[config.mk]
export PLATFORM = sky130hd
export DESIGN_NAME = phys_regfile
export DESIGN_NICKNAME = d
export VERILOG_FILES = /design/src/ooo_pkg.sv /design/src/phys_regfile.sv
export SDC_FILE = /design/constraint.sdc
export NUM_CORES = 2
export LEC_CHECK = 0
export BUFFER_PORTS_ARGS = -buffer_cell sky130_fd_sc_hd__buf_2
export CAP_MARGIN = 10
export CORE_UTILIZATION = 60
export DETAILED_ROUTE_END_ITERATION = 10
export PLACE_DENSITY = 0.8
export RECOVER_POWER = 25
export SYNTH_ARGS = -nofsm -noshare
export SYNTH_HDL_FRONTEND = slang
export SYNTH_SLANG_ARGS = --single-unit
[constraint.sdc]
create_clock -name clock -period 2.8 [get_ports clock]
set_clock_uncertainty 0.2 [all_clocks]
set_input_delay 0.28 -clock clock [delete_from_list [all_inputs] [get_ports clock]]
set_output_delay 0.28 -clock clock [all_outputs]
set_load 0.02 [all_outputs]
[src/ooo_pkg.sv]
`default_nettype none

package ooo_pkg;

	localparam int XLEN     = 32;
	localparam int NUM_AR   = 32;
	localparam int AR_BITS  = 5;
	localparam int NUM_PR   = 64;
	localparam int PR_BITS  = 6;
	localparam int ROB_BITS = 4;    // Caps ROB_DEPTH at 16

	typedef logic [AR_BITS-1:0]  ar_idx_t;
	typedef logic [PR_BITS-1:0]  pr_tag_t;
	typedef logic [ROB_BITS-1:0] rob_idx_t;
	typedef logic [XLEN-1:0]     word_t;

	typedef enum logic [2:0] {
		OP_ADD  = 3'd0,
		OP_SUB  = 3'd1,
		OP_AND  = 3'd2,
		OP_XOR  = 3'd3,
		OP_ADDI = 3'd4,
		OP_MUL  = 3'd5
	} opcode_e;

	// Instruction as it enters the core
	typedef struct packed {
		opcode_e opcode;
		ar_idx_t dest;
		ar_idx_t src_a;
		ar_idx_t src_b;
		word_t   imm;
	} decoded_op_t;

	typedef struct packed {
		logic     valid;
		opcode_e  opcode;
		pr_tag_t  src_a;
		logic     src_a_rdy;
		pr_tag_t  src_b;
		logic     src_b_rdy;
		word_t    imm;
		pr_tag_t  dest;
		pr_tag_t  old_dest;    // Released at commit
		ar_idx_t  dest_ar;
		rob_idx_t rob_idx;
	} dispatch_t;

	typedef struct packed {
		logic     valid;
		opcode_e  opcode;
		pr_tag_t  src_a;
		pr_tag_t  src_b;
		word_t    imm;
		pr_tag_t  dest;
		rob_idx_t rob_idx;
	} issue_t;

	// Result broadcast
	typedef struct packed {
		logic     valid;
		pr_tag_t  tag;
		rob_idx_t rob_idx;
		word_t    value;
	} cdb_t;

endpackage

`default_nettype wire

[src/phys_regfile.sv]
`default_nettype none

module phys_regfile (
	input  wire                   clock,
	input  wire                   arst_n,
	input  wire ooo_pkg::pr_tag_t rd_a_tag,
	input  wire ooo_pkg::pr_tag_t rd_b_tag,
	output ooo_pkg::word_t        rd_a_data,
	output ooo_pkg::word_t        rd_b_data,
	input  wire ooo_pkg::cdb_t    cdb
);

	ooo_pkg::word_t regs_q [ooo_pkg::NUM_PR];

	assign rd_a_data = regs_q[rd_a_tag];
	assign rd_b_data = regs_q[rd_b_tag];

	// Unwritten registers read as zero
	always_ff @(posedge clock or negedge arst_n) begin
		if (!arst_n) begin
			for (int i = 0; i < ooo_pkg::NUM_PR; i++) begin
				regs_q[i] <= '0;
			end
		end else if (cdb.valid) begin
			regs_q[cdb.tag] <= cdb.value;
		end
	end

endmodule

`default_nettype wire

; Word-level counts from Yosys, hierarchy flattened
; Cells that the tools add are included.
[totals]
reg_bits = 2048
in_bits = 57
out_inout_bits = 64
[op_classes]
n_lt_le_gt_ge = 4
n_mux = 9
n_bitwise = 3
n_reduce_logical = 1
[ops]
columns = cell, count
row1 = bitwise mux 2048 bit, 1
row2 = binary-select mux 32 bit (select 6 bit), 2
row3 = demux 32 bit (select 6 bit), 1
row4 = two-way mux 32 bit, 5
row5 = greater-or-equal comparator 7 bit (second input constant), 3
row6 = NOT 6 -> 7 bit, 3
row7 = less-than comparator 7 x 1 -> 1 bit (second input constant), 1
row8 = logical AND 1 bit, 1

; Logic depth before layout (Yosys ltp)
[logic_depth]
depth_word = 6
mapped_depth = 9
mapped_depth_nobuf = 5

; Worst setup path after synthesis
; No wires, ideal clock.
[synth_timing]
path_kind = input port to output port
from = in rd_b_tag[1]
to = out rd_b_data[23]
arrival_ns = 2.024
t_required_ns = 2.320
setup_slack_ns = 0.296
path_stages = 9
path_cell_list = buf_2 buf_2 buf_2 nand2_1 clkbuf_1 o22ai_1 nor2_1 a21oi_1 a221oi_1
[synth_via]
elab_chain_cells = 4
[synth_rtl]
columns = element, line
row1 = from (decl), phys_regfile.sv:7  ; input wire ooo_pkg::pr_tag_t rd_b_tag,
row2 = NOT 6 -> 7 bit (not written as such), phys_regfile.sv:16  ; assign rd_b_data = regs_q[rd_b_tag];
row3 = binary-select mux 32 bit (select 6 bit), phys_regfile.sv:16
row4 = two-way mux 32 bit (not written as such) (2 in a row), phys_regfile.sv:16
row5 = to (decl), phys_regfile.sv:9  ; output ooo_pkg::word_t rd_b_data,
; No other way between the ends. The select of a mux whose other input is x is not followed.

; Final worst setup path
[layout_timing]
from = in rd_b_tag[5]
to = out rd_b_data[10]
; Same word-level chain as after synthesis.

==> flow_summary_export.csv <==
group,metric,value,unit
final_layout,n_fill_cell,10400,
synth,synth_top_cell_area_share,47.2,%
sta,worst_pin_slew,1.54,ns
grt,gr-total-overflow,0,
sta,rsz0062_at_grt,"yes",
synth,async_reset_ff_share,100,%
worst_hold_path,holdCritPathClass,"input port to register",
setup_path,worst_setup_path_start_kind,"input port",
sta,period_share,123,%
status,status,"finished, violations left",
final_layout,seqCellArea,51200,µm²
routing,wl_per_cell,37.3,µm
final_layout,largest_reg_flops,2048,
sta,setup-violations-final,74,
synth,ys.flop_type,"dfrtp_1",
placement,gp_routability_congestion,0.981,
sta,fin_setup_tns,-23.02,ns
floorplan,rows,155,
synth,synth_area_leader_cell,"dfrtp_1",
floorplan,fp.dieW,427,µm
placement,placed_area,118000,µm²
synth,yosysSeqAreaShare,47.2,%
clock_tree,cts_tree,"done",
final_layout,area_growth,19.6,%
power,p_leak,0.0573,µW
setup_path,worstPathCellList,"buf_2 > buf_12 > buf_4 > nand2b_1 > nor2_1 > buf_4 > a211o_1 > nor4_4 > buf_4",
placement,pre_cts_slack,-0.726,ns
synth,netlist_instances,6992,
grt,grt_use_met3,13.1,%
setup_path,critPathMaxFanout,10,
routing,vias_per_cell,7.60,
grt,antenna_found_initial,7,
final_layout,fin_nets,7606,
placement,placed_cells,9582,
final_layout,drive_above_1_share,63.4,%
routing,routed_wl,377000,µm
synth,synth-seq-cells,2048,
setup_path,path_buf_inv,5,
setup_path,critPathTopFamily,"simple AND/OR/NAND/NOR gates",
power,powerDensity,638,nW/µm²
sta,report.final.slew_viol_count,116,
grt,grt.busiest_layer,"met2",
clock_tree,cts_max_level,4,
sta,relSlewSlack,-2.46,%
grt,grt_pass1_wl,545000,µm
sta,min_period,3.44,ns
final_layout,largestRegisters,"regs_q (2048)",
grt,grt_max_degree,125,
run,max_cap_violations,1,
synth,yosysWarnings,0,
sta,finalWorstSetupSlack,-0.637,ns
sta,finalHoldViolCount,0,
floorplan,core,179000,µm²
routing,drc_errors,0,
clock_tree,cts.sinks,2048,
synth,synth_edf_count,0,
setup_path,worst_ep_arrival_time,2.96,ns
grt,use_met2,60.6,%
synth,synth.area.top_cells,"dfrtp_1, mux2_2, mux4_2",
routing,route.vias.total,76700,
placement,port_buffers,116,
grt,use_met1,52.6,%
floorplan,start_util,60.6,%
clock_tree,clkTransAtPathRegs,0.06,ns
setup_path,crit_path_top_delay_cell,"nor4_4",
floorplan,dieArea,183000,µm²
synth,synth_cell_types,47,
final_layout,finish.instance_area,130000,µm²
sta,fmax,291,MHz
synth,syn_area,108000,µm²
grt,grt_use_total,41.5,%
clock_tree,cts_root_buf,"clkbuf_16",
clock_tree,clkLatencyLatePin,0.82,ns
floorplan,dieHeight,427,µm
setup_path,end_kind,"output port",
clock_tree,cts_made_buffers,208,
setup_path,crit_path_frequent_cell,"buf_4",
routing,detail_route.iter0.violations,10600,
power,ir_worst_vdd,0.618,mV
setup_path,required,2.32,ns
clock_tree,cts_max_path_buffers,3,
final_layout,fin_cells,10100,
synth,syn_area_per_cell,15.5,µm²
status,violations,"max-capacitance violations, max-slew violations, negative setup slack",
floorplan,io_pins,121,
final_layout,multiInputGateArea,57000,µm²
routing,first_pass_iters,7,
placement,hpwlAfterDp,238000,µm
routing,antenna_left,0,
setup_path,path_class,"input port to output port",
final_layout,top_register,"regs_q",
grt,grt_pass1_vias,79300,
synth,syn_nets,7049,
setup_path,max_stage_delay,0.67,ns
[area by class of cell]
cell class	count	area share, %
Timing Repair Buffer	1132	8.80
Antenna cell	7	0.0135
Sequential cell	2048	39.5
Clock buffer	316	4.81
Tap cell	2355	2.27
Clock inverter	72	0.687
Multi-Input combinational cell	4159	43.9
[final timing paths]
| path | start | endpoint | slack (ns) | cells past startpoint |
|---|---|---|---|---|
| setup / recovery | rd_b_tag[5] | rd_b_data[10] | -0.64 | 9 |
| hold / removal | cdb[23] | regs_q[791] | 0.05 | 3 |
| setup reg to reg | regs_q[589] | regs_q[589] | 1.46 | 4 |
| hold reg to reg | regs_q[567] | regs_q[567] | 0.31 | 1 |
| max in group asynchronous | arst_n | regs_q[1034] | -0.04 | 5 |
| min in group asynchronous | arst_n | regs_q[1558] | 0.75 | 3 |
[Yosys cell counts (3+ instances only)]
cell type and number:
clkbuf_1 315, buf_8 7, a21oi_1 99, or3b_2 7, and3_1 5, buf_2 280
nor4_1 13, buf_12 3, mux2_1 95, nand2b_1 15, nand3_1 17, a311oi_1 8
a32oi_1 4, o21ai_0 3, o22ai_1 144, mux2i_1 156, o22a_1 3, or2_2 6
a31oi_1 3, mux4_2 986, nand3b_1 10, and2_1 11, a211o_1 4, a22o_1 82
o221ai_1 51, a221oi_1 100, nor2b_1 28, a22oi_1 78, buf_4 77, nor3_1 32
a211oi_1 4, nor2_1 113, nand2_1 63, buf_1 74, dfrtp_1 2048, mux2_2 2004
buf_6 29
[cells in the final DEF (no fill, tap or decap), types with 18 or more instances in the layout]
cell and instances:
a21oi_1 19, a21oi_2 47, a21oi_4 33, a221oi_2 52, a221oi_4 42, a22o_1 81, a22oi_1 46, a22oi_2 32
buf_12 203, buf_2 47, buf_4 716, buf_6 94, clkbuf_1 56, clkbuf_16 210, clkbuf_8 59, clkinv_2 40
dfrtp_1 2048, dlygate4sd3_1 27, mux2_1 95, mux2_2 1997, mux2i_1 114, mux2i_2 26, mux4_2 986, nand2_1 42
nand2_2 21, nor2_1 47, nor2_4 57, nor2b_1 18, o221ai_2 28, o22ai_1 117, o22ai_2 22
[cell families after synthesis]
kind of cell	share of synthesized area (%)
DFF	47.2
and+or+nand+nor	1.48
AOI/OAI and AO/OA	3.97
muxes	43.7
buffers and inverters	3.62
[worst reg2reg max path: cells and delay by family (launching register included)]
| kind | cells | cell delay, ns |
|---|---|---|
| buffers and inverters | 3 | 0.38 |
| DFF | 1 | 0.40 |
| muxes | 1 | 0.25 |
[metrics by stage]
| stage | total power [µW] | hold slack [ns] | util [%] |
|---|---|---|---|
| after floorplan | 45900 | -0.216 | - |
| after global routing | 85000 | 0.0644 | 72.5 |
| final | 82800 | 0.0486 | 72.5 |
| after global placement | 50800 | 0.0250 | 66.0 |
| after CTS | 81900 | 0.0172 | 72.1 |
| after detailed placement | 51700 | 0.0299 | 66.0 |
[metal layers]
metal  share of wire (%)  routed length (µm)
met5                   0                   0
met4                 8.6               32300
met3                  13               48500
met2                  45              169000
met1                  34              127000
[what timing repair did]
action	4_1_cts	5_1_grt
gates cloned	1	0
hold buffers	27	0
buffers inserted	106	26
resized for setup	549	136
hold endpoints to repair	2842	0
setup endpoints to repair	64	64
pin swaps	157	81
[power breakdown]
group	internal (µW)	switching (µW)	total, µW
sequential	33600	3190	36700
combinational	9350	7560	16900
clock	16700	12400	29100
total	59600	23200	82800
Power figures use the tool's default switching activity.
