===== config.mk =====
export PLATFORM = sky130hd
export DESIGN_NAME = exec_unit
export DESIGN_NICKNAME = d
export VERILOG_FILES = /design/src/ooo_pkg.sv /design/src/exec_unit.sv
export SDC_FILE = /design/constraint.sdc
export NUM_CORES = 2
export LEC_CHECK = 0
export BUFFER_PORTS_ARGS = -buffer_cell sky130_fd_sc_hd__buf_2
export CORE_MARGIN = 5
export CORE_UTILIZATION = 40
export DETAILED_ROUTE_END_ITERATION = 16
export MAX_ROUTING_LAYER = met4
export PLACE_DENSITY = 0.54
export SYNTH_ARGS = -nofsm -noshare
export SYNTH_HDL_FRONTEND = slang
export SYNTH_SLANG_ARGS = --single-unit
export TNS_END_PERCENT = 100

===== constraint.sdc =====
create_clock -name clock -period 3.2 [get_ports clock]
set_input_delay 0.32 -clock clock [delete_from_list [all_inputs] [get_ports clock]]
set_output_delay 0.32 -clock clock [all_outputs]
set_load 0.05 [all_outputs]

===== src/ooo_pkg.sv =====
`default_nettype none

package ooo_pkg;

	localparam int XLEN     = 32;
	localparam int NUM_AR   = 32;
	localparam int AR_BITS  = 5;
	localparam int NUM_PR   = 64;
	localparam int PR_BITS  = 6;
	localparam int ROB_BITS = 4;    // Caps ROB_DEPTH at 16

	typedef logic [AR_BITS-1:0]  ar_idx_t;
	typedef logic [PR_BITS-1:0]  pr_tag_t;
	typedef logic [ROB_BITS-1:0] rob_idx_t;
	typedef logic [XLEN-1:0]     word_t;

	typedef enum logic [2:0] {
		OP_ADD  = 3'd0,
		OP_SUB  = 3'd1,
		OP_AND  = 3'd2,
		OP_XOR  = 3'd3,
		OP_ADDI = 3'd4,
		OP_MUL  = 3'd5
	} opcode_e;

	// Instruction as it enters the core
	typedef struct packed {
		opcode_e opcode;
		ar_idx_t dest;
		ar_idx_t src_a;
		ar_idx_t src_b;
		word_t   imm;
	} decoded_op_t;

	typedef struct packed {
		logic     valid;
		opcode_e  opcode;
		pr_tag_t  src_a;
		logic     src_a_rdy;
		pr_tag_t  src_b;
		logic     src_b_rdy;
		word_t    imm;
		pr_tag_t  dest;
		pr_tag_t  old_dest;    // Released at commit
		ar_idx_t  dest_ar;
		rob_idx_t rob_idx;
	} dispatch_t;

	typedef struct packed {
		logic     valid;
		opcode_e  opcode;
		pr_tag_t  src_a;
		pr_tag_t  src_b;
		word_t    imm;
		pr_tag_t  dest;
		rob_idx_t rob_idx;
	} issue_t;

	// Result broadcast
	typedef struct packed {
		logic     valid;
		pr_tag_t  tag;
		rob_idx_t rob_idx;
		word_t    value;
	} cdb_t;

endpackage

`default_nettype wire


===== src/exec_unit.sv =====
`default_nettype none

module exec_unit #(
	parameter int MUL_LATENCY = 3
) (
	input  wire                  clock,
	input  wire                  arst_n,
	input  wire ooo_pkg::issue_t iss,
	input  wire ooo_pkg::word_t  opa,
	input  wire ooo_pkg::word_t  opb,
	output logic                 alu_ready,
	output logic                 mul_ready,
	output ooo_pkg::cdb_t        cdb
);

	localparam int LAST = MUL_LATENCY - 1;

	logic              is_mul;
	logic              alu_go;
	logic              mul_go;
	ooo_pkg::word_t    alu_res;

	logic              alu_v_q;
	ooo_pkg::pr_tag_t  alu_tag_q;
	ooo_pkg::rob_idx_t alu_rob_q;
	ooo_pkg::word_t    alu_res_q;

	logic [MUL_LATENCY-1:0] mul_v_q;
	ooo_pkg::pr_tag_t       mul_tag_q [MUL_LATENCY];
	ooo_pkg::rob_idx_t      mul_rob_q [MUL_LATENCY];
	ooo_pkg::word_t         mul_res_q [MUL_LATENCY];

	logic [MUL_LATENCY-2:0] resv_q;   // Bit i books the CDB i+1 cycles ahead

	assign is_mul    = iss.opcode == ooo_pkg::OP_MUL;
	assign alu_go    = iss.valid && !is_mul;
	assign mul_go    = iss.valid && is_mul;
	assign alu_ready = !resv_q[0];
	assign mul_ready = 1'b1;   // Nothing issued earlier lands after a multiply

	always_comb begin
		case (iss.opcode)
			ooo_pkg::OP_ADD:  alu_res = opa + opb;
			ooo_pkg::OP_SUB:  alu_res = opa - opb;
			ooo_pkg::OP_AND:  alu_res = opa & opb;
			ooo_pkg::OP_XOR:  alu_res = opa ^ opb;
			ooo_pkg::OP_ADDI: alu_res = opa + iss.imm;
			default:          alu_res = '0;
		endcase
	end

	always_ff @(posedge clock or negedge arst_n) begin
		if (!arst_n) begin
			alu_v_q <= 1'b0;
			mul_v_q <= '0;
			resv_q  <= '0;
		end else begin
			alu_v_q <= alu_go;
			mul_v_q <= {mul_v_q[LAST-1:0], mul_go};
			resv_q  <= (resv_q >> 1) | ((MUL_LATENCY - 1)'(mul_go) << (MUL_LATENCY - 2));
		end
	end

	always_ff @(posedge clock) begin
		if (alu_go) begin
			alu_tag_q <= iss.dest;
			alu_rob_q <= iss.rob_idx;
			alu_res_q <= alu_res;
		end
		if (mul_go) begin
			mul_tag_q[0] <= iss.dest;
			mul_rob_q[0] <= iss.rob_idx;
			mul_res_q[0] <= opa * opb;   // Low half only
		end
		for (int s = 1; s < MUL_LATENCY; s++) begin
			mul_tag_q[s] <= mul_tag_q[s-1];
			mul_rob_q[s] <= mul_rob_q[s-1];
			mul_res_q[s] <= mul_res_q[s-1];
		end
	end

	// Reservation keeps the two sources apart
	always_comb begin
		cdb.valid = alu_v_q || mul_v_q[LAST];
		if (alu_v_q) begin
			cdb.tag     = alu_tag_q;
			cdb.rob_idx = alu_rob_q;
			cdb.value   = alu_res_q;
		end else begin
			cdb.tag     = mul_tag_q[LAST];
			cdb.rob_idx = mul_rob_q[LAST];
			cdb.value   = mul_res_q[LAST];
		end
	end

endmodule

`default_nettype wire


# Yosys cells after proc, flatten, opt, wreduce, memory -nomap -nowiden
# Memories as Yosys holds them, arrays and structs flattened.
# Cells that the tools add are included.
[totals] regBits=48 ramBits=126 wordCells=31 mem_count=3
[mem_list] memory="mul_res_q" depth=3 width=32 rd=3 rd_clocked_by_memory_dff=0 write_ports=3 line_no="exec_unit.sv:31" rtl="ooo_pkg::word_t mul_res_q [MUL_LATENCY];"
[mem_list] memory="mul_tag_q" depth=3 width=6 rd=3 rd_clocked_by_memory_dff=0 write_ports=3 line_no="exec_unit.sv:29" rtl="ooo_pkg::pr_tag_t mul_tag_q [MUL_LATENCY];"
[mem_list] memory="mul_rob_q" depth=3 width=4 rd=3 rd_clocked_by_memory_dff=0 write_ports=3 line_no="exec_unit.sv:30" rtl="ooo_pkg::rob_idx_t mul_rob_q [MUL_LATENCY];"
[op_classes] n_addsub=3 mul=1 eq_ne=5 muxes=4 bitwise=3 reduce_logical=6
[op_table] cell="32-bit case mux with 5 select lines" count=1
[op_table] cell="32-bit adder" count=2
[op_table] cell="42-bit 2-to-1 mux" count=1
[op_table] cell="32-bit AND" count=1
[op_table] cell="32-bit by 32-bit multiplier with 32-bit output" count=1
[op_table] cell="32-bit subtractor" count=1
[op_table] cell="32-bit XOR" count=1
[op_table] cell="3-bit by 2-bit equality test with 1-bit output (second input constant)" count=2
[op_table] cell="3-bit equality test (second input constant)" count=2
[op_table] cell="3-bit by 1-bit equality test with 1-bit output (second input constant)" count=1
[op_table] cell="3-bit zero test" count=1
[op_table] cell="1-bit logical AND" count=2
[op_table] cell="1-bit zero test" count=2
[op_table] cell="1-bit 2-to-1 mux" count=2
[op_table] cell="1-bit by 2-bit bitwise OR with 2-bit output" count=1
[op_table] cell="1-bit logical OR" count=1

# Longest topological paths before layout
[logic_depth] word_depth=4 ltp_mapped=26 depth_no_buf=25

# Worst setup path before layout
# Ideal clock, no wire load.
[synth_path] kind="input to register" startpoint="input port opb[7]" endpoint="memory mul_res_q[0][30] (netlist name), data pin" setup_ns=0.266 arrival_time_ns=6.488 path_slack_ns=-3.553 cell_stages=24 cell_sequence="clkbuf_1 -> clkbuf_1 -> and2_1 -> fa_1 -> fa_1 -> fa_1 -> inv_1 -> fa_1 -> inv_1 -> fa_1 -> inv_1 -> fa_1 -> inv_1 -> fa_1 -> fa_1 -> ha_1 -> or2_2 -> a21oi_1 -> a21oi_1 -> a21oi_1 -> o21a_1 -> o31ai_1 -> o41ai_1 -> xnor2_1"
[synth_rtl] item="from (decl)" line_no="exec_unit.sv:10" rtl="input wire ooo_pkg::word_t opb,"
[synth_rtl] item="to (decl)" line_no="exec_unit.sv:31"

==> results.json <==
{
  "outcome": "complete, but fails checks",
  "violations": "negative setup slack",
  "initial_core_util_pct": 40.3,
  "grt-ovfl-total": 0,
  "max_freq_ghz": 0.161,
  "syn_area_um2": 24300,
  "netlist_instances": 2540,
  "worstSetupEndpointType": "flop",
  "seq_area_um2": 4310,
  "area_delta_synth_final_pct": 36.7,
  "critical_path.max_stage_delay_ps": 600,
  "worstPathRequired_ps": 3460,
  "antenna_found_initial": 6,
  "route.vias.total": 20300,
  "max_cap_viol_count": 0,
  "tns_ps": -96020,
  "final_common_cell": "buf_4",
  "multi_input_area_um2": 19800,
  "highest_layer": "met4",
  "worstMarginPinSlew_ps": 679,
  "synth-seq-area-share_pct": 17.7,
  "ff2ff_setup_slack_ps": 2500,
  "rr_startpoint": "mul_res_q[0][56]",
  "synth-edff-count": 84,
  "wl_met1_um": 41000,
  "syn_nets": 3260,
  "rsz0062_at_grt": "yes",
  "crit_path_top_delay_cell": "fa_2",
  "fin_ws_ps": -3020,
  "path_cells": "buf_6, buf_12, and2_1, fa_2, fa_2, fa_1, inv_2, fa_1, inv_1, fa_1, fa_2, fa_2, fa_2, ha_4, nand4_1, o311ai_4, a21boi_2, o21ai_2, a21oi_2, xnor2_1",
  "ant_nets": 0,
  "wl_met2_um": 40200,
  "placed_cells": 3786,
  "cp-start-kind": "input port",
  "skew_ps": 15.5,
  "grt_start_max_net_pins": 44,
  "period_needed_ps": 6220,
  "io_pins": 169,
  "die_x_um": 256,
  "coreArea_um2": 60200,
  "ys_warn_count": 0,
  "die_h_um": 256,
  "routed_wl_um": 90300,
  "synthDistinctLibCells": 68,
  "portBuffers": 155,
  "row_count": 90,
  "insertion_delay_ps": 510,
  "holdWs_ps": 141,
  "crit_top_cell": "fa_2",
  "worstPathMaxFanout": 4,
  "met3_length_um": 7020,
  "crit_type": "input port to flop",
  "relSlewSlack_pct": 54.5,
  "startpoint": "opa[12]",
  "drc": 0,
  "drive_gt1_share_pct": 34.9,
  "h-tree-depth": 4,
  "place_congestion": 0.945,
  "path_clk_slew_ps": 90,
  "grt_usage_pct": 28.5,
  "first_pass_iters": 5,
  "synth_flop_cell": "edfxtp_1",
  "reg2reg_to": "mul_res_q[0][88]",
  "setup_viol": 54,
  "design.die.area_um2": 65800,
  "root_buffer": "clkbuf_16",
  "clock-sinks": 172,
  "synth_area_per_cell_um2": 9.57,
  "viasPerCell": 5.17,
  "cp.arrival_ps": 6480,
  "dr.first_iter.drc_count": 1403,
  "grt_pass1_vias": 21800,
  "crit_end": "mul_res_q[0][31]",
  "nets": 3843,
  "grt_pass1_wl_um": 137000,
  "cts_tree": "built",
  "routedWlPerCell_um": 23.0,
  "fillers": 5319,
  "hold_violations": 0,
  "fin_cells": 3922,
  "ys_ff_latch": 172,
  "cts_buffer_depth": 2,
  "dpl_worst_slack_ps": -3860,
  "r2r_cells": 0,
  "final_cell_mix": "buf_4 (421), inv_1 (399), fa_1 (370)",
  "post-route-period-util_pct": 194,
  "min_path_type": "input port to asynchronous set/reset pin",
  "cts_made_buffers": 17,
  "slew_viol_final": 0,
  "async_flop_share_pct": 2.33,
  "hpwl_um": 73600
}
==> final cells by class <==
| cell class | count | area share [%] |
|---|---|---|
| clock inverters | 15 | 0.591 |
| flip-flops and latches | 172 | 13.0 |
| clock buffers | 17 | 1.28 |
| multi-input cells | 1807 | 59.7 |
| repair buffers | 696 | 17.6 |
| diodes | 4 | 0.0301 |
| inverters | 429 | 4.92 |
| well taps | 782 | 2.95 |
==> flip-flops by register name, summed over array words and instances, names as in the netlist <==
name / flops
mul_rob_q: 12
mul_tag_q: 18
resv_q: 1
alu_v_q: 1
alu_tag_q: 6
alu_rob_q: 4
alu_res_q: 32
mul_v_q: 2
mul_res_q: 96
==> worst min-delay path by stage <==
stage	startpoint	end	depth (start not counted)
6_report	arst_n	mul_v_q[0]	2
5_1_grt	arst_n	resv_q[0]	2
4_1_cts	arst_n	resv_q[0]	2
3_5_place_dp	arst_n	mul_v_q[0]	1
3_3_place_gp	arst_n	mul_v_q[2]	1
2_1_floorplan	arst_n	alu_v_q	0
==> layer usage <==
metal,vias up,track usage (%)
met4,0,6.95
met3,127,5.66
met1,10300,40.6
met2,678,42.2
li1,9159,-
met5,-,-
==> cells in the mapped netlist (36+ instances only) <==
| master | count | area share [%] |
|---|---|---|
| nor2_1 | 55 | 0.85 |
| clkbuf_1 | 126 | 1.9 |
| ha_1 | 187 | 9.6 |
| mux2_2 | 49 | 2.3 |
| inv_1 | 428 | 6.6 |
| a21oi_1 | 66 | 1.4 |
| nand2_1 | 309 | 4.8 |
| edfxtp_1 | 84 | 10 |
| fa_1 | 409 | 34 |
| o21ai_0 | 75 | 1.5 |
| and2_1 | 278 | 7.2 |
| xor2_1 | 36 | 1.3 |
| dfxtp_1 | 84 | 6.9 |
| xnor2_1 | 76 | 2.7 |
==> through the flow <==
step	util [%]	instance area (µm²)
after global placement	49.5	29800
after global routing	55.1	33200
after floorplan	-	25300
final	55.1	33200
after detailed placement	49.5	29800
after CTS	53.3	32100
==> logic make-up (layout without fill, tap and decap cells) <==
logic type | after synthesis | count (layout) | synth area share [%]
fa+ha+maj | 596 | 596 | 43.3
buf+inv | 561 | 1157 | 8.69
other cells | 1 | 5 | 0.0154
compound gates | 286 | 286 | 7.79
simple gates | 744 | 744 | 15.4
xor+xnor | 112 | 112 | 4.04
flops | 172 | 172 | 17.7
mux | 68 | 68 | 3.05
==> repair_timing <==
| item | in CTS | in global routing |
|---|---|---|
| setup buffers | 53 | 50 |
| hold endpoints to repair | 24 | 0 |
| pin swaps | 166 | 192 |
| gates resized for setup | 262 | 171 |
| endpoints found under the setup margin | 54 | 54 |
| hold buffers | 11 | 0 |
| gates cloned | 2 | 0 |
==> critical path, delay by kind of cell <==
kind / cells / cell delay (ps)
xor+xnor: 1 / 120
compound gates: 4 / 860
buf+inv: 4 / 360
simple gates: 2 / 360
fa+ha+maj: 9 / 4460
Power is not shown: default switching activity piles up to over one toggle a cycle in this logic, so the estimate is an artifact.
