--- config.mk ---
export PLATFORM = sky130hd
export DESIGN_NAME = issue_queue
export DESIGN_NICKNAME = d
export VERILOG_FILES = /design/src/ooo_pkg.sv /design/src/issue_queue.sv
export SDC_FILE = /design/constraint.sdc
export NUM_CORES = 1
export LEC_CHECK = 0
export ABC_CLOCK_PERIOD_IN_PS = 39900
export BUFFER_PORTS_ARGS = -buffer_cell sky130_fd_sc_hd__buf_2
export CORE_ASPECT_RATIO = 0.8
export CORE_UTILIZATION = 26
export DETAILED_ROUTE_END_ITERATION = 6
export GPL_TIMING_DRIVEN = 0
export PLACE_DENSITY = 0.44
export SLEW_MARGIN = 20
export SYNTH_ARGS = -nofsm -noshare
export SYNTH_HDL_FRONTEND = slang
export SYNTH_SLANG_ARGS = --single-unit
--- constraint.sdc ---
create_clock -name clock -period 39.9 [get_ports clock]
set_input_delay 5.985 -clock clock [delete_from_list [all_inputs] [get_ports clock]]
set_output_delay 5.985 -clock clock [all_outputs]
set_load 0.05 [all_outputs]
--- src/ooo_pkg.sv ---
`default_nettype none

package ooo_pkg;

	localparam int XLEN     = 32;
	localparam int NUM_AR   = 32;
	localparam int AR_BITS  = 5;
	localparam int NUM_PR   = 64;
	localparam int PR_BITS  = 6;
	localparam int ROB_BITS = 4;    // Caps ROB_DEPTH at 16

	typedef logic [AR_BITS-1:0]  ar_idx_t;
	typedef logic [PR_BITS-1:0]  pr_tag_t;
	typedef logic [ROB_BITS-1:0] rob_idx_t;
	typedef logic [XLEN-1:0]     word_t;

	typedef enum logic [2:0] {
		OP_ADD  = 3'd0,
		OP_SUB  = 3'd1,
		OP_AND  = 3'd2,
		OP_XOR  = 3'd3,
		OP_ADDI = 3'd4,
		OP_MUL  = 3'd5
	} opcode_e;

	// Instruction as it enters the core
	typedef struct packed {
		opcode_e opcode;
		ar_idx_t dest;
		ar_idx_t src_a;
		ar_idx_t src_b;
		word_t   imm;
	} decoded_op_t;

	typedef struct packed {
		logic     valid;
		opcode_e  opcode;
		pr_tag_t  src_a;
		logic     src_a_rdy;
		pr_tag_t  src_b;
		logic     src_b_rdy;
		word_t    imm;
		pr_tag_t  dest;
		pr_tag_t  old_dest;    // Released at commit
		ar_idx_t  dest_ar;
		rob_idx_t rob_idx;
	} dispatch_t;

	typedef struct packed {
		logic     valid;
		opcode_e  opcode;
		pr_tag_t  src_a;
		pr_tag_t  src_b;
		word_t    imm;
		pr_tag_t  dest;
		rob_idx_t rob_idx;
	} issue_t;

	// Result broadcast
	typedef struct packed {
		logic     valid;
		pr_tag_t  tag;
		rob_idx_t rob_idx;
		word_t    value;
	} cdb_t;

endpackage

`default_nettype wire

--- src/issue_queue.sv ---
`default_nettype none

module issue_queue #(
	parameter int IQ_DEPTH = 8
) (
	input  wire                     clock,
	input  wire                     arst_n,
	input  wire ooo_pkg::dispatch_t disp,
	input  wire ooo_pkg::cdb_t      cdb,
	input  wire                     alu_ready,
	input  wire                     mul_ready,
	output logic                    iq_ready,
	output ooo_pkg::issue_t         iss
);

	localparam int IDX_BITS = (IQ_DEPTH > 1) ? $clog2(IQ_DEPTH) : 1;

	ooo_pkg::dispatch_t  ent_q [IQ_DEPTH];
	logic [IQ_DEPTH-1:0] valid_q;
	logic [IQ_DEPTH-1:0] rdy_a_q;
	logic [IQ_DEPTH-1:0] rdy_b_q;
	logic [IDX_BITS-1:0] age_q [IQ_DEPTH];   // Count of older valid entries

	logic [IQ_DEPTH-1:0] cand;
	logic                sel_found;
	logic [IDX_BITS-1:0] sel_idx;
	logic [IDX_BITS-1:0] wr_idx;
	logic [IDX_BITS-1:0] wr_age;

	assign iq_ready = ~&valid_q;

	always_comb begin
		for (int i = 0; i < IQ_DEPTH; i++) begin
			cand[i] = valid_q[i] && rdy_a_q[i] && rdy_b_q[i] &&
				((ent_q[i].opcode == ooo_pkg::OP_MUL) ? mul_ready : alu_ready);
		end
	end

	// Oldest candidate has the smallest age
	always_comb begin
		sel_found = 1'b0;
		sel_idx   = '0;
		for (int i = 0; i < IQ_DEPTH; i++) begin
			if (cand[i] && (!sel_found || age_q[i] < age_q[sel_idx])) begin
				sel_found = 1'b1;
				sel_idx   = IDX_BITS'(i);
			end
		end
	end

	always_comb begin
		int n_valid;
		wr_idx  = '0;
		n_valid = 0;
		for (int i = IQ_DEPTH - 1; i >= 0; i--) begin
			if (!valid_q[i])
				wr_idx = IDX_BITS'(i);   // Lowest free slot
			else
				n_valid++;
		end
		wr_age = IDX_BITS'(n_valid - (sel_found ? 1 : 0));
	end

	always_comb begin
		iss.valid   = sel_found;
		iss.opcode  = ent_q[sel_idx].opcode;
		iss.src_a   = ent_q[sel_idx].src_a;
		iss.src_b   = ent_q[sel_idx].src_b;
		iss.imm     = ent_q[sel_idx].imm;
		iss.dest    = ent_q[sel_idx].dest;
		iss.rob_idx = ent_q[sel_idx].rob_idx;
	end

	always_ff @(posedge clock or negedge arst_n) begin
		if (!arst_n) begin
			valid_q <= '0;
			rdy_a_q <= '0;
			rdy_b_q <= '0;
			for (int i = 0; i < IQ_DEPTH; i++) begin
				age_q[i] <= '0;
			end
		end else begin
			for (int i = 0; i < IQ_DEPTH; i++) begin
				if (cdb.valid && ent_q[i].src_a == cdb.tag)
					rdy_a_q[i] <= 1'b1;
				if (cdb.valid && ent_q[i].src_b == cdb.tag)
					rdy_b_q[i] <= 1'b1;
				if (sel_found && valid_q[i] && age_q[i] > age_q[sel_idx])
					age_q[i] <= age_q[i] - 1'b1;   // Close the gap
			end
			if (sel_found)
				valid_q[sel_idx] <= 1'b0;
			if (disp.valid) begin
				valid_q[wr_idx] <= 1'b1;
				rdy_a_q[wr_idx] <= disp.src_a_rdy;
				rdy_b_q[wr_idx] <= disp.src_b_rdy;
				age_q[wr_idx]   <= wr_age;
			end
		end
	end

	always_ff @(posedge clock) begin
		if (disp.valid)
			ent_q[wr_idx] <= disp;
	end

endmodule

`default_nettype wire

Word-level counts from Yosys, hierarchy flattened
Memories as Yosys holds them, arrays and structs flattened.
Cells that the tools add are included.
{"block": "word_totals", "n_memories": 1, "out_inout_bits": 59, "reg_bits": 48, "input_bits": 118, "ram_bits": 568, "wordCells": 274}
{"block": "op_classes", "n_mux": 101, "n_eq_ne": 24, "n_lt_le_gt_ge": 28, "bitwise": 11, "addsub": 16, "reduce_logical": 82}
{"name": "ent_q", "words": 8, "word_bits": 71, "read_ports": 9, "rd_clocked_by_memory_dff": 0, "wr": 1, "line_no": "issue_queue.sv:18", "rtl": "ooo_pkg::dispatch_t ent_q [IQ_DEPTH];"}
{"operator": "3-bit two-way mux", "count": 44}
{"operator": "6-bit equality test", "count": 16}
{"operator": "1-bit logical AND", "count": 66}
{"operator": "3-bit binary-select mux with 3-bit select", "count": 7}
{"operator": "1-bit two-way mux", "count": 39}
{"operator": "4-bit greater-or-equal comparator (second input constant)", "count": 8}
{"operator": "8-bit two-way mux", "count": 4}
{"operator": "3-bit inverter with 4-bit output", "count": 8}
{"operator": "24-bit bitwise mux", "count": 1}
{"operator": "3-bit equality test (second input constant)", "count": 8}
{"operator": "3-bit > comparator", "count": 8}
{"operator": "24-bit two-way mux", "count": 1}
{"operator": "3-bit by 1-bit subtractor with 3-bit output (second input constant)", "count": 8}
{"operator": "3-bit < comparator", "count": 7}
{"operator": "3-bit by 2-bit adder with 3-bit output (second input constant)", "count": 6}
{"operator": "8-bit bitwise mux", "count": 2}
{"operator": "3-bit demux with 3-bit select", "count": 1}
{"operator": "8-bit bitwise AND", "count": 1}
{"operator": "1-bit zero test", "count": 8}
{"operator": "3-bit by 4-bit < comparator with 1-bit output (second input constant)", "count": 2}
{"operator": "8-bit inverter", "count": 1}
{"operator": "8-bit OR", "count": 1}
{"operator": "8-bit AND reduction", "count": 1}
{"operator": "1-bit logical OR", "count": 7}
{"operator": "5 further kinds", "count": 7}

Depth between registers and ports, before layout
An unclocked memory read counts as a cell.
{"block": "logic_depth", "depth_word": 66, "ltp_mapped": 74, "depth_no_buf": 69}

Worst setup path before layout
OpenSTA, ideal clock, no wires.
{"block": "synth_path", "path_type": "in2out", "startpoint": "input mul_ready", "endpoint": "output iss[19] (netlist name)", "stages": 58, "path_buffers": 6, "slack_ns": 15.910, "arrival_ns": 18.005, "required_ns": 33.915, "path_cell_list": "buf_2 mux2i_1 o31ai_1 mux2i_1 ha_1 o21a_1 o21a_1 a22o_1 nor2_1 a21oi_1 a21oi_1 inv_1 ha_1 nand2_1 nand2_1 a2111oi_0 a21oi_1 o21a_1 (+22 left out) o32a_1 o21a_1 o21ai_0 mux2i_1 a211oi_1 o22ai_1 ha_1 a211oi_1 o2111ai_1 nor3_1 o21a_1 a211o_1 clkbuf_1 a21oi_1 clkbuf_1 clkbuf_1 mux2i_1 o221ai_1"}
{"element": "start: declaration", "line_no": "issue_queue.sv:11", "rtl": "input wire mul_ready,"}
{"element": "end: declaration", "line_no": "issue_queue.sv:13", "rtl": "output ooo_pkg::issue_t iss"}

==> results.sh <==
export IMPL_status="finished, final reports clean"
export IMPL_yosysWarnings=0
export IMPL_io_buffers=122
export IMPL_crit_path_start_kind="input pin"
export IMPL_worstMarginPinSlew_ps=1120
export IMPL_vias=14900
export IMPL_synth_area_um2=23100
export IMPL_worstReg2RegEnd="age_q[7]"
export IMPL_arrival_ps=21640
export IMPL_fp_row_count=97
export IMPL_async_flop_share_pct=9.52
export IMPL_crit_fanout=10
export IMPL_wirelength_um=70400
export IMPL_slew_viol_final=0
export IMPL_setup_viol=0
export IMPL_crit_family="compound AO/OA/AOI/OAI gates"
export IMPL_dieHeight_um=269
export IMPL_worst_path_stages=61
export IMPL_synth_area_top_cells="edfxtp_1 59%, mux4_2 5.5%, dfrtp_1 5.2%, mux2i_1 3.5%, xnor2_1 2.6%"
export IMPL_ys_ff_latch=504
export IMPL_synthesis_nets=1802
export IMPL_hold_buffers=0
export IMPL_fmax_ghz=0.0362
export IMPL_clk_latency_ps=620
export IMPL_die_w_um=336
export IMPL_synthToLayoutAreaGrowth_pct=17.9
export IMPL_synth_top_area_cell="edfxtp_1"
export IMPL_clkSinkCount=504
export IMPL_final_antenna_net_count=0
export IMPL_clock_skew_ps=24.6
export IMPL_min_period_ps=27630
export IMPL_synthFlopType="edfxtp_1"
export IMPL_viasPerCell=4.88
export IMPL_syn_inst=1636
export IMPL_drv_cap=0
export IMPL_min_to="rdy_a_q[5]"
export IMPL_clk_pin_slew_ps=60
export IMPL_crit_type="input pin to output port"
export IMPL_min_from="rdy_a_q[5]"
export IMPL_cts_buffer_depth=3
export IMPL_max_slew_margin_pct=25.6
export IMPL_grt_first_pass_wirelength_um=103000
export IMPL_grt_overflow_total=0
export IMPL_cp_end_kind="output port"
export IMPL_drt_iter0_drc=1184
export IMPL_io_pins=177
export IMPL_fin_crit_sh_pct=69.2
export IMPL_dieArea_um2=90200
export IMPL_drc=0
export IMPL_dpl_hpwl_um=46200
export IMPL_ys_seq_area_share_pct=64.4
export IMPL_hp_class="register to register"
export IMPL_cts_buffers_inserted=55
export IMPL_ff2ff_path_depth=69
export IMPL_cts_tree="built"
export IMPL_cts_setup_buffers=0
export IMPL_htreeDepth=2
export IMPL_report_final_hold_viol_count=0
export IMPL_gp_congestion=0.865
export IMPL_crit_required_ps=33910
export IMPL_antenna_found_initial=9
export IMPL_core_um2=87900
export IMPL_wl_per_cell_um=23.0
export IMPL_firstDrtPassIters=7
export IMPL_hold_depth=2
export IMPL_grt_max_degree=49
export IMPL_path_buf_inv=10
export IMPL_cts_root_buffer="clkbuf_16"
export IMPL_nNetsFinal=1989
export IMPL_drive_gt1_share_pct=16.0
export IMPL_initial_core_util_pct=26.3
export IMPL_syn_avg_cell_area_um2=14.1
export IMPL_synth_top_cell_area_share_pct=59.2
export IMPL_slowest_delay_ps=740
export IMPL_grt_usage_pct=15.5
export IMPL_cpMaxStageDelayCell="nor3_1"
export IMPL_grt_pass1_vias=14900
export IMPL_rrSetupSlack_ps=22380
export IMPL_tns_ps=0
export IMPL_synth_edf_count=456
export IMPL_grt_setup_unrepaired="false"
export IMPL_cts_resized=0
export IMPL_r2r_start="age_q[23]"
export IMPL_yosys_cell_types_count=60
export IMPL_crit_top_cell="a21oi_1"
-- kinds of logic (layout without fill, tap and decap cells) --
logic type | Yosys count | count (layout) | share of synthesized area, %
xor gates and xnor gates | 127 | 127 | 4.90
DFF | 504 | 504 | 64.4
buffers and inverters | 137 | 369 | 2.33
and+or+nand+nor | 354 | 354 | 6.95
AOI/OAI and AO/OA | 321 | 321 | 9.46
muxes | 145 | 145 | 9.39
other | 0 | 1 | 0
adders and majority gates | 48 | 48 | 2.60
-- sequential cells by signal (all words and copies together), names as in the netlist --
name / cells
age_q: 24
ent_q: 456
rdy_a_q: 8
rdy_b_q: 8
valid_q: 8
-- through the flow --
| stage | cells | hold WS [ps] | worst slack, ps | area [um2] | util [%] |
|---|---|---|---|---|---|
| 3_5_place_dp | 2954 | 535 | 12350 | 25500 | 29.0 |
| 3_3_place_gp | 2946 | 530 | 12550 | 25200 | 28.7 |
| 4_1_cts | 3056 | 558 | 12330 | 27300 | 31.0 |
| 2_1_floorplan | 1636 | 503 | 15910 | 23100 | - |
| 6_report | 3057 | 558 | 12270 | 27300 | 31.0 |
| 5_1_grt | 3056 | 578 | 10900 | 27300 | 31.0 |
-- routing by layer --
metal  GRT usage [%]  vias to the layer above  wire (um)
li1                -                     6736          -
met1            22.7                     7699      33700
met2            24.1                      366      31700
met3            2.65                       88       3750
met4            3.22                       14       1140
met5               0                        -         87
-- cell usage after synthesis (all sizes together), types with 24 or more instances --
cell and number:
edfxtp 456, nand2 137, a21oi 99, nor2 93, mux2i 81, xnor2 72
clkbuf 65, o221ai 59, mux4 57, xor2 55, inv 52, dfrtp 48
ha 48, o21ai 43, nand4 24
-- worst reg2reg max path, delay by kind of cell, from the launching register on --
kind	cells	cell delay, ps
AOI/OAI and AO/OA	36	8110
adders and majority gates	8	2310
buffers and inverters	7	2500
DFF	1	450
muxes	4	840
and+or+nand+nor	14	3230
-- final cells by class --
| type | count | area (um2) |
|---|---|---|
| Antenna cell | 1 | 2.50 |
| Buffer | 85 | 343 |
| Clock buffer | 70 | 1430 |
| Clock inverter | 32 | 335 |
| Fill cell | 8822 | 60600 |
| Inverter | 52 | 230 |
| Multi-Input combinational cell | 995 | 7720 |
| Sequential cell | 504 | 14900 |
| Tap cell | 1188 | 1490 |
| Timing Repair Buffer | 130 | 833 |
-- worst max path at each step --
stage	from	endpoint	slack [ps]
6_report	mul_ready	iss[30]	12270
5_1_grt	mul_ready	iss[30]	10900
4_1_cts	mul_ready	iss[30]	12330
3_5_place_dp	mul_ready	iss[30]	12350
3_3_place_gp	mul_ready	iss[30]	12550
2_1_floorplan	mul_ready	iss[19]	15910
-- placed cells by master, fill, tap and decap left out, drive strengths merged, types with 7 or more instances in the layout --
cell type / instances
o21ai: 43
o2111ai: 18
o221ai: 59
nand2: 137
clkinv: 21
nor2: 93
edfxtp: 456
nor4: 19
a21oi: 99
clkbuf: 135
o211ai: 17
dfrtp: 48
mux2i: 81
o21a: 16
nand4: 24
nand3: 17
xor2: 55
xnor2: 72
a31oi: 16
or3: 9
mux4: 57
inv: 54
mux2: 7
buf: 150
ha: 48
nand2b: 8
nor3: 22
Power is left out: the tool's default activity adds up to more than one toggle a clock period on the data nets, which glitch-free logic cannot reach.
