$ cat config.mk
export PLATFORM = sky130hd
export DESIGN_NAME = reorder_buffer
export DESIGN_NICKNAME = d
export VERILOG_FILES = /design/src/ooo_pkg.sv /design/src/reorder_buffer.sv
export SDC_FILE = /design/constraint.sdc
export NUM_CORES = 1
export LEC_CHECK = 0
export BUFFER_PORTS_ARGS = -buffer_cell sky130_fd_sc_hd__clkbuf_2
export CAP_MARGIN = 30
export CORE_MARGIN = 10
export CORE_UTILIZATION = 47
export CTS_CLUSTER_DIAMETER = 30
export CTS_CLUSTER_SIZE = 16
export DETAILED_ROUTE_END_ITERATION = 10
export HOLD_SLACK_MARGIN = 0.12
export MAX_ROUTING_LAYER = met4
export PLACE_DENSITY = 0.61
export SLEW_MARGIN = 30
export SYNTH_ARGS = -nofsm -noshare
export SYNTH_HDL_FRONTEND = slang
export SYNTH_SLANG_ARGS = --single-unit
$ cat constraint.sdc
create_clock -name clock -period 3.2 [get_ports clock]
set_clock_uncertainty 0.1 [all_clocks]
set_input_delay 0.48 -clock clock [delete_from_list [all_inputs] [get_ports clock]]
set_output_delay 0.48 -clock clock [all_outputs]
set_load 0.1 [all_outputs]
$ cat src/ooo_pkg.sv
`default_nettype none

package ooo_pkg;

	localparam int XLEN     = 32;
	localparam int NUM_AR   = 32;
	localparam int AR_BITS  = 5;
	localparam int NUM_PR   = 64;
	localparam int PR_BITS  = 6;
	localparam int ROB_BITS = 4;    // Caps ROB_DEPTH at 16

	typedef logic [AR_BITS-1:0]  ar_idx_t;
	typedef logic [PR_BITS-1:0]  pr_tag_t;
	typedef logic [ROB_BITS-1:0] rob_idx_t;
	typedef logic [XLEN-1:0]     word_t;

	typedef enum logic [2:0] {
		OP_ADD  = 3'd0,
		OP_SUB  = 3'd1,
		OP_AND  = 3'd2,
		OP_XOR  = 3'd3,
		OP_ADDI = 3'd4,
		OP_MUL  = 3'd5
	} opcode_e;

	// Instruction as it enters the core
	typedef struct packed {
		opcode_e opcode;
		ar_idx_t dest;
		ar_idx_t src_a;
		ar_idx_t src_b;
		word_t   imm;
	} decoded_op_t;

	typedef struct packed {
		logic     valid;
		opcode_e  opcode;
		pr_tag_t  src_a;
		logic     src_a_rdy;
		pr_tag_t  src_b;
		logic     src_b_rdy;
		word_t    imm;
		pr_tag_t  dest;
		pr_tag_t  old_dest;    // Released at commit
		ar_idx_t  dest_ar;
		rob_idx_t rob_idx;
	} dispatch_t;

	typedef struct packed {
		logic     valid;
		opcode_e  opcode;
		pr_tag_t  src_a;
		pr_tag_t  src_b;
		word_t    imm;
		pr_tag_t  dest;
		rob_idx_t rob_idx;
	} issue_t;

	// Result broadcast
	typedef struct packed {
		logic     valid;
		pr_tag_t  tag;
		rob_idx_t rob_idx;
		word_t    value;
	} cdb_t;

endpackage

`default_nettype wire

$ cat src/reorder_buffer.sv
`default_nettype none

module reorder_buffer #(
	parameter int ROB_DEPTH = 16
) (
	input  wire                     clock,
	input  wire                     arst_n,
	input  wire ooo_pkg::dispatch_t disp,
	input  wire ooo_pkg::cdb_t      cdb,
	output logic                    rob_ready,
	output ooo_pkg::rob_idx_t       rob_tail,
	output logic                    commit_valid,
	output ooo_pkg::ar_idx_t        commit_ar,
	output ooo_pkg::word_t          commit_data,
	input  wire                     commit_ready,
	output logic                    free_valid,
	output ooo_pkg::pr_tag_t        free_tag
);

	localparam ooo_pkg::rob_idx_t LAST_IDX = ooo_pkg::rob_idx_t'(ROB_DEPTH - 1);
	localparam logic [ooo_pkg::ROB_BITS:0] FULL = (ooo_pkg::ROB_BITS + 1)'(ROB_DEPTH);

	ooo_pkg::ar_idx_t          dest_ar_q [ROB_DEPTH];
	ooo_pkg::pr_tag_t          old_tag_q [ROB_DEPTH];
	ooo_pkg::word_t            value_q [ROB_DEPTH];
	logic [ROB_DEPTH-1:0]      done_q;
	ooo_pkg::rob_idx_t         head_q;
	ooo_pkg::rob_idx_t         tail_q;
	logic [ooo_pkg::ROB_BITS:0] count_q;

	function automatic ooo_pkg::rob_idx_t next_idx(input ooo_pkg::rob_idx_t idx);
		return (idx == LAST_IDX) ? '0 : idx + 1'b1;
	endfunction

	assign rob_ready    = count_q != FULL;
	assign rob_tail     = tail_q;
	assign commit_valid = (count_q != '0) && done_q[head_q];
	assign commit_ar    = dest_ar_q[head_q];
	assign commit_data  = value_q[head_q];

	// A commit transfer also retires the previous mapping
	assign free_valid = commit_valid && commit_ready;
	assign free_tag   = old_tag_q[head_q];

	always_ff @(posedge clock or negedge arst_n) begin
		if (!arst_n) begin
			done_q  <= '0;
			head_q  <= '0;
			tail_q  <= '0;
			count_q <= '0;
		end else begin
			if (cdb.valid)
				done_q[cdb.rob_idx] <= 1'b1;
			if (disp.valid) begin
				done_q[tail_q] <= 1'b0;
				tail_q         <= next_idx(tail_q);
			end
			if (free_valid)
				head_q <= next_idx(head_q);
			case ({disp.valid, free_valid})
				2'b10:   count_q <= count_q + 1'b1;
				2'b01:   count_q <= count_q - 1'b1;
				default: count_q <= count_q;
			endcase
		end
	end

	always_ff @(posedge clock) begin
		if (disp.valid) begin
			dest_ar_q[tail_q] <= disp.dest_ar;
			old_tag_q[tail_q] <= disp.old_dest;
		end
		if (cdb.valid)
			value_q[cdb.rob_idx] <= cdb.value;
	end

endmodule

`default_nettype wire

### Word-level counts from Yosys, hierarchy flattened

Memory sizes are Yosys's and may differ from the RTL's.
Index checks and enable logic that the tools add are counted.
W data, S select, Z words.

| word-level totals | value |
|---|---|
| bits in registers | 29 |
| latch bits | 0 |
| memory bits (writable) | 688 |
| ROM bits | 0 |
| input bits | 117 |
| output and inout port bits | 50 |
| logic and storage cells | 45 |
| memories | 3 |

| operators by class | value |
|---|---|
| $add $sub $neg | 4 |
| multiply operators | 0 |
| div/mod/pow operators | 0 |
| $lt $le $gt $ge | 5 |
| eq/ne operators | 5 |
| shift operators | 0 |
| muxes and demuxes | 15 |
| bitwise gates (word level) | 3 |
| reductions and logical operators | 6 |

Memory list:

| memory | depth | width | rd ports | clocked after memory_dff | wr ports | RTL line | RTL |
|---|---|---|---|---|---|---|---|
| value_q | 16 | 32 | 1 | 0 | 1 | reorder_buffer.sv:25 | `ooo_pkg::word_t value_q [ROB_DEPTH];` |
| old_tag_q | 16 | 6 | 1 | 0 | 1 | reorder_buffer.sv:24 | `ooo_pkg::pr_tag_t old_tag_q [ROB_DEPTH];` |
| dest_ar_q | 16 | 5 | 1 | 0 | 1 | reorder_buffer.sv:23 | `ooo_pkg::ar_idx_t dest_ar_q [ROB_DEPTH];` |

Operators by type and width:

| cell | number |
|---|---|
| $mux W16 | 2 |
| $and A16 B16 Y16 | 1 |
| $not A16 Y16 | 1 |
| $or A16 B16 Y16 | 1 |
| $lt A4 B5 Y1 const B | 3 |
| $pmux W5 S2 | 1 |
| $add A4 B1 Y4 const B | 2 |
| $demux W1 S4 | 2 |
| $eq A4 B4 Y1 const B | 2 |
| $ge A4 B1 Y1 const B | 2 |
| $mux W4 | 2 |
| $mux W1 | 7 |
| $add A5 B1 Y5 const B | 1 |
| $ne A5 B5 Y1 const B | 1 |
| $reduce_bool A5 Y1 | 1 |
| $sub A5 B1 Y5 const B | 1 |
| $bmux W1 S4 | 1 |
| $logic_and A1 B1 Y1 | 4 |
| $eq A2 B1 Y1 const B | 1 |
| $eq A2 B2 Y1 const B | 1 |
| $reduce_bool A2 Y1 | 1 |

### Logic depth before layout (Yosys ltp)

| depth | value |
|---|---|
| word-level depth | 8 |
| gate-level depth with buffers | 13 |
| mapped depth without buffers | 11 |

### Worst setup path after synthesis

OpenSTA, ideal clock, no wires.

| timing | value |
|---|---|
| kind | input port to flip-flop |
| start | input port cdb[33] (netlist bit) |
| end | memory value_q[0][0] (netlist bit), enable pin |
| library setup time | 0.464 ns |
| arrival | 3.248 ns |
| data required time | 2.636 ns |
| path slack | -0.611 ns |
| stages on the path | 2 |
| path buffers | 0 |
| path through | or3b_2 -> nor3_1 |

RTL lines:

| item | RTL line | RTL |
|---|---|---|
| start: declaration | reorder_buffer.sv:9 | `input wire ooo_pkg::cdb_t cdb,` |
| end: declaration | reorder_buffer.sv:25 |  |

No word-level cell before the write port.

### Worst setup path in the final report

| timing | value |
|---|---|
| start | register head_q[0] |
| end | output port commit_data[26] |

| on the way | value |
|---|---|
| word-level cells in the longest chain between the ends | 1 |

Ends and longest elaborated chain:

| item | RTL line | RTL |
|---|---|---|
| start: declaration | reorder_buffer.sv:27 | `ooo_pkg::rob_idx_t head_q;` |
| start signal: assignment | reorder_buffer.sv:59 | `head_q <= next_idx(head_q);` |
| $mem_v2 Z16 W32 | - |  |
| end: declaration | reorder_buffer.sv:14 | `output ooo_pkg::word_t commit_data,` |

No other way between the ends.

==> flow_summary.json <==
{
  "outcome": "finished, violations left",
  "violations": "setup timing",
  "antenna_found_initial": 3,
  "synthesis.nets": 1264,
  "dpl.cell_count": 2010,
  "synth_xor_area_frac": 0.002234,
  "p_leak_nw": 12.30,
  "required_ns": 2.62,
  "place_area_mm2": 0.03030,
  "cts_buffers": 136,
  "gp_congestion": 0.7207,
  "ir_drop_v": 0.001453,
  "ys_types": 39,
  "hp-class": "input port to flip-flop",
  "cts.clk_slew.worst_paths_ns": 0.05,
  "grt_pass1_wl_mm": 92.29,
  "holdWs_ns": 0.2532,
  "worstSetupStartpointType": "flip-flop",
  "synth_top_family_by_area": "multiplexers",
  "worstPathMaxFanout": 8,
  "cts_sinks": 717,
  "rsz0062_at_grt": "yes",
  "grt_max_degree": 48,
  "clkLatencyLatePin_ns": 0.71,
  "power.internal_mw": 27.56,
  "syn2layout_area_growth_pct": 32.59,
  "syn_inst": 1137,
  "fin_cells": 2353,
  "post-route-min-period_ns": 3.475,
  "vias_per_cell": 5.706,
  "drt_iter0_markers": 1366,
  "critPathSlowestCell": "mux4_2",
  "setup_ws_ns": -0.2754,
  "synth_compound_area_frac": 0.005653,
  "dp_hpwl_mm": 31.17,
  "synth_seq_cells": 717,
  "crit_path_cell_trace": "buf_12 -> buf_4 -> clkbuf_16 -> mux4_2 -> mux4_2 -> buf_12",
  "place_ws_ns": 0.2119,
  "syn_area_mm2": 0.02745,
  "max_freq_ghz": 0.2877,
  "h-tree-depth": 4,
  "r2r_cells": 12,
  "layout-drive-gt1-share": 0.4306,
  "grt_pass1_vias": 14211,
  "hold_viol": 0,
  "drtAntennaViolNets": 0,
  "final_area_mm2": 0.03639,
  "powerDensity_mw_per_mm2": 1146,
  "ys_warn_count": 0,
  "p_switching_mw": 14.14,
  "rows": 88,
  "cts_tree": "built",
  "tightest_slew_ns": 0.7513,
  "synth_adder_area_share": 0.004832,
  "cap_viol_max_count": 0,
  "fin_tns_setup_ns": -9.921,
  "port_buffers": 101,
  "start_util": 0.4748,
  "cpPeakStageDelay_ns": 0.52,
  "setup_violations": 43,
  "min_path_cells": 2,
  "core_area_mm2": 0.05781,
  "die_w_um": 261.7,
  "fin_nets": 1600,
  "comb_power_share": 0.376,
  "pwr-share-seq": 0.268,
  "cts-root-buf": "clkbuf_16",
  "cts_buffer_depth": 3,
  "die_h_um": 261.7,
  "p_sw_frac": 0.3391,
  "yosysSeqAreaShare": 0.7791,
  "power_frac_clock": 0.357,
  "synthMuxAreaShare": 0.1807,
  "synth_simple_gate_area_share": 0.01554,
  "timing.final.crit_share": 1.086,
  "synth.avg_cell_area_um2": 24.14,
  "via_count": 13427,
  "crit_path_end_kind": "primary output",
  "gr-usage-all-layers": 0.1915,
  "wirelength_mm": 64.12,
  "first_pass_iters": 5,
  "relSlewSlack": 0.4991,
  "worstSetupPathType": "flip-flop to primary output",
  "maxSlewViolCount": 0,
  "ioPinCount": 167,
  "avgRoutedWirePerCell_um": 27.25,
  "drc": 0,
  "design.die.area_mm2": 0.06847,
  "gr-total-overflow": 0,
  "crit_arrival_ns": 2.90
}
## metrics by stage
stage | utilization | total power [mW]
5_1_grt | 0.6295 | 43.06
2_1_floorplan | - | 21.02
3_3_place_gp | 0.5242 | 25.74
6_report | 0.6296 | 41.70
4_1_cts | 0.6214 | 41.28
3_5_place_dp | 0.5242 | 25.81
## power by group through the flow
stage	combinational [mW]	clock, mW	sequential [mW]
floorplan	9.65	0	11.4
global placement	14.4	0	11.3
detailed placement	14.5	0	11.4
CTS	15.1	15.0	11.2
global route	16.3	15.6	11.2
finish	15.7	14.9	11.2
## per-layer routing
metal	GRT usage	vias to the layer above	wire length, um
li1	-	5615	-
met1	0.2504	7219	26580
met2	0.2977	512	32030
met3	0.04911	81	4542
met4	0.05057	0	966
met5	-	-	0
## cell usage after synthesis (all sizes together)
cell | number | area, um^2
o21ai | 5 | 25.02
nand3 | 4 | 20.02
xor2 | 3 | 26.28
dfrtp | 29 | 725.7
mux2i | 4 | 40.04
o22a | 1 | 8.760
mux2 | 3 | 33.78
nor4 | 1 | 6.260
or3b | 1 | 8.760
o41ai | 1 | 8.760
nand3b | 2 | 15.01
o211ai | 3 | 32.53
nand2b | 7 | 43.79
ha | 9 | 112.6
a221oi | 1 | 8.760
fa | 1 | 20.02
or4 | 1 | 7.510
mux4 | 217 | 4887
a21boi | 1 | 7.510
a31oi | 1 | 6.260
a21o | 2 | 15.01
edfxtp | 688 | 20660
a21oi | 6 | 33.78
nor3 | 6 | 30.03
o2bb2ai | 1 | 8.760
buf | 39 | 257.8
nand2 | 14 | 52.55
xnor2 | 4 | 35.03
clkbuf | 14 | 52.55
nor2 | 63 | 236.5
inv | 4 | 15.01
nor2b | 1 | 6.260
## cell families (layout without fill, tap and decap cells)
kind of cell	after synthesis	count (layout)
xor+xnor	7	7
simple gates	100	100
compound gates	22	22
buf+inv	57	504
flops	717	717
mux	224	224
other cells	0	4
fa+ha+maj	10	10
## area by class of cell
type | instances | area [um^2]
Inverter | 4 | 20.02
Sequential cell | 717 | 21390
Tap cell | 765 | 957.2
Antenna cell | 4 | 10.01
Clock inverter | 98 | 1393
Multi-Input combinational cell | 363 | 5949
Fill cell | 3819 | 21410
Timing Repair Buffer | 251 | 3179
Clock buffer | 151 | 3490
## state kept, by name, indices dropped and copies added, names as in the netlist
register	cells
count_q	5
head_q	4
old_tag_q	96
done_q	16
dest_ar_q	80
value_q	512
rob_tail	4
## worst paths after layout
path	start	endpoint	slack, ns
worst max-delay path	head_q[0]	commit_data[26]	-0.28
worst min-delay path	cdb[32]	value_q[0][9]	0.25
worst max register to register	head_q[1]	count_q[4]	0.06
worst min register to register	done_q[13]	done_q[13]	0.40
max in group asynchronous	arst_n	head_q[0]	2.17
min in group asynchronous	arst_n	rob_tail[0]	0.27
## critical path, delay by kind of cell (launching register included)
| family | cells | cell delay (ns) |
|---|---|---|
| buffers and inverters | 4 | 0.71 |
| multiplexers | 2 | 1.04 |
| flip-flops | 1 | 0.43 |
## placed cells by master, fill, tap and decap left out, drive strengths merged
cell / n
ha: 9
nor3: 6
a21boi: 1
o211ai: 3
dfrtp: 29
nor2b: 1
mux4: 217
a21oi: 6
dlygate4sd3: 46
xnor2: 4
o21ai: 5
or3b: 1
clkinvlp: 16
nor2: 63
a21o: 2
fa: 1
o41ai: 1
mux2: 3
a221oi: 1
nor4: 1
o22a: 1
bufinv: 24
o2bb2ai: 1
inv: 14
mux2i: 4
nand3b: 2
clkinv: 48
nand2: 14
nand3: 4
edfxtp: 688
buf: 140
clkbuf: 216
nand2b: 7
a31oi: 1
xor2: 3
diode: 4
or4: 1
## timing repair
action,in CTS,in global routing
hold buffers,46,0
buffers inserted,16,13
pin swaps,4,8
endpoints found under the setup margin,44,46
cloned,3,12
endpoints found under the hold margin,722,0
gates resized for setup,12,23
No activity file was read; power rests on OpenSTA's default activity.
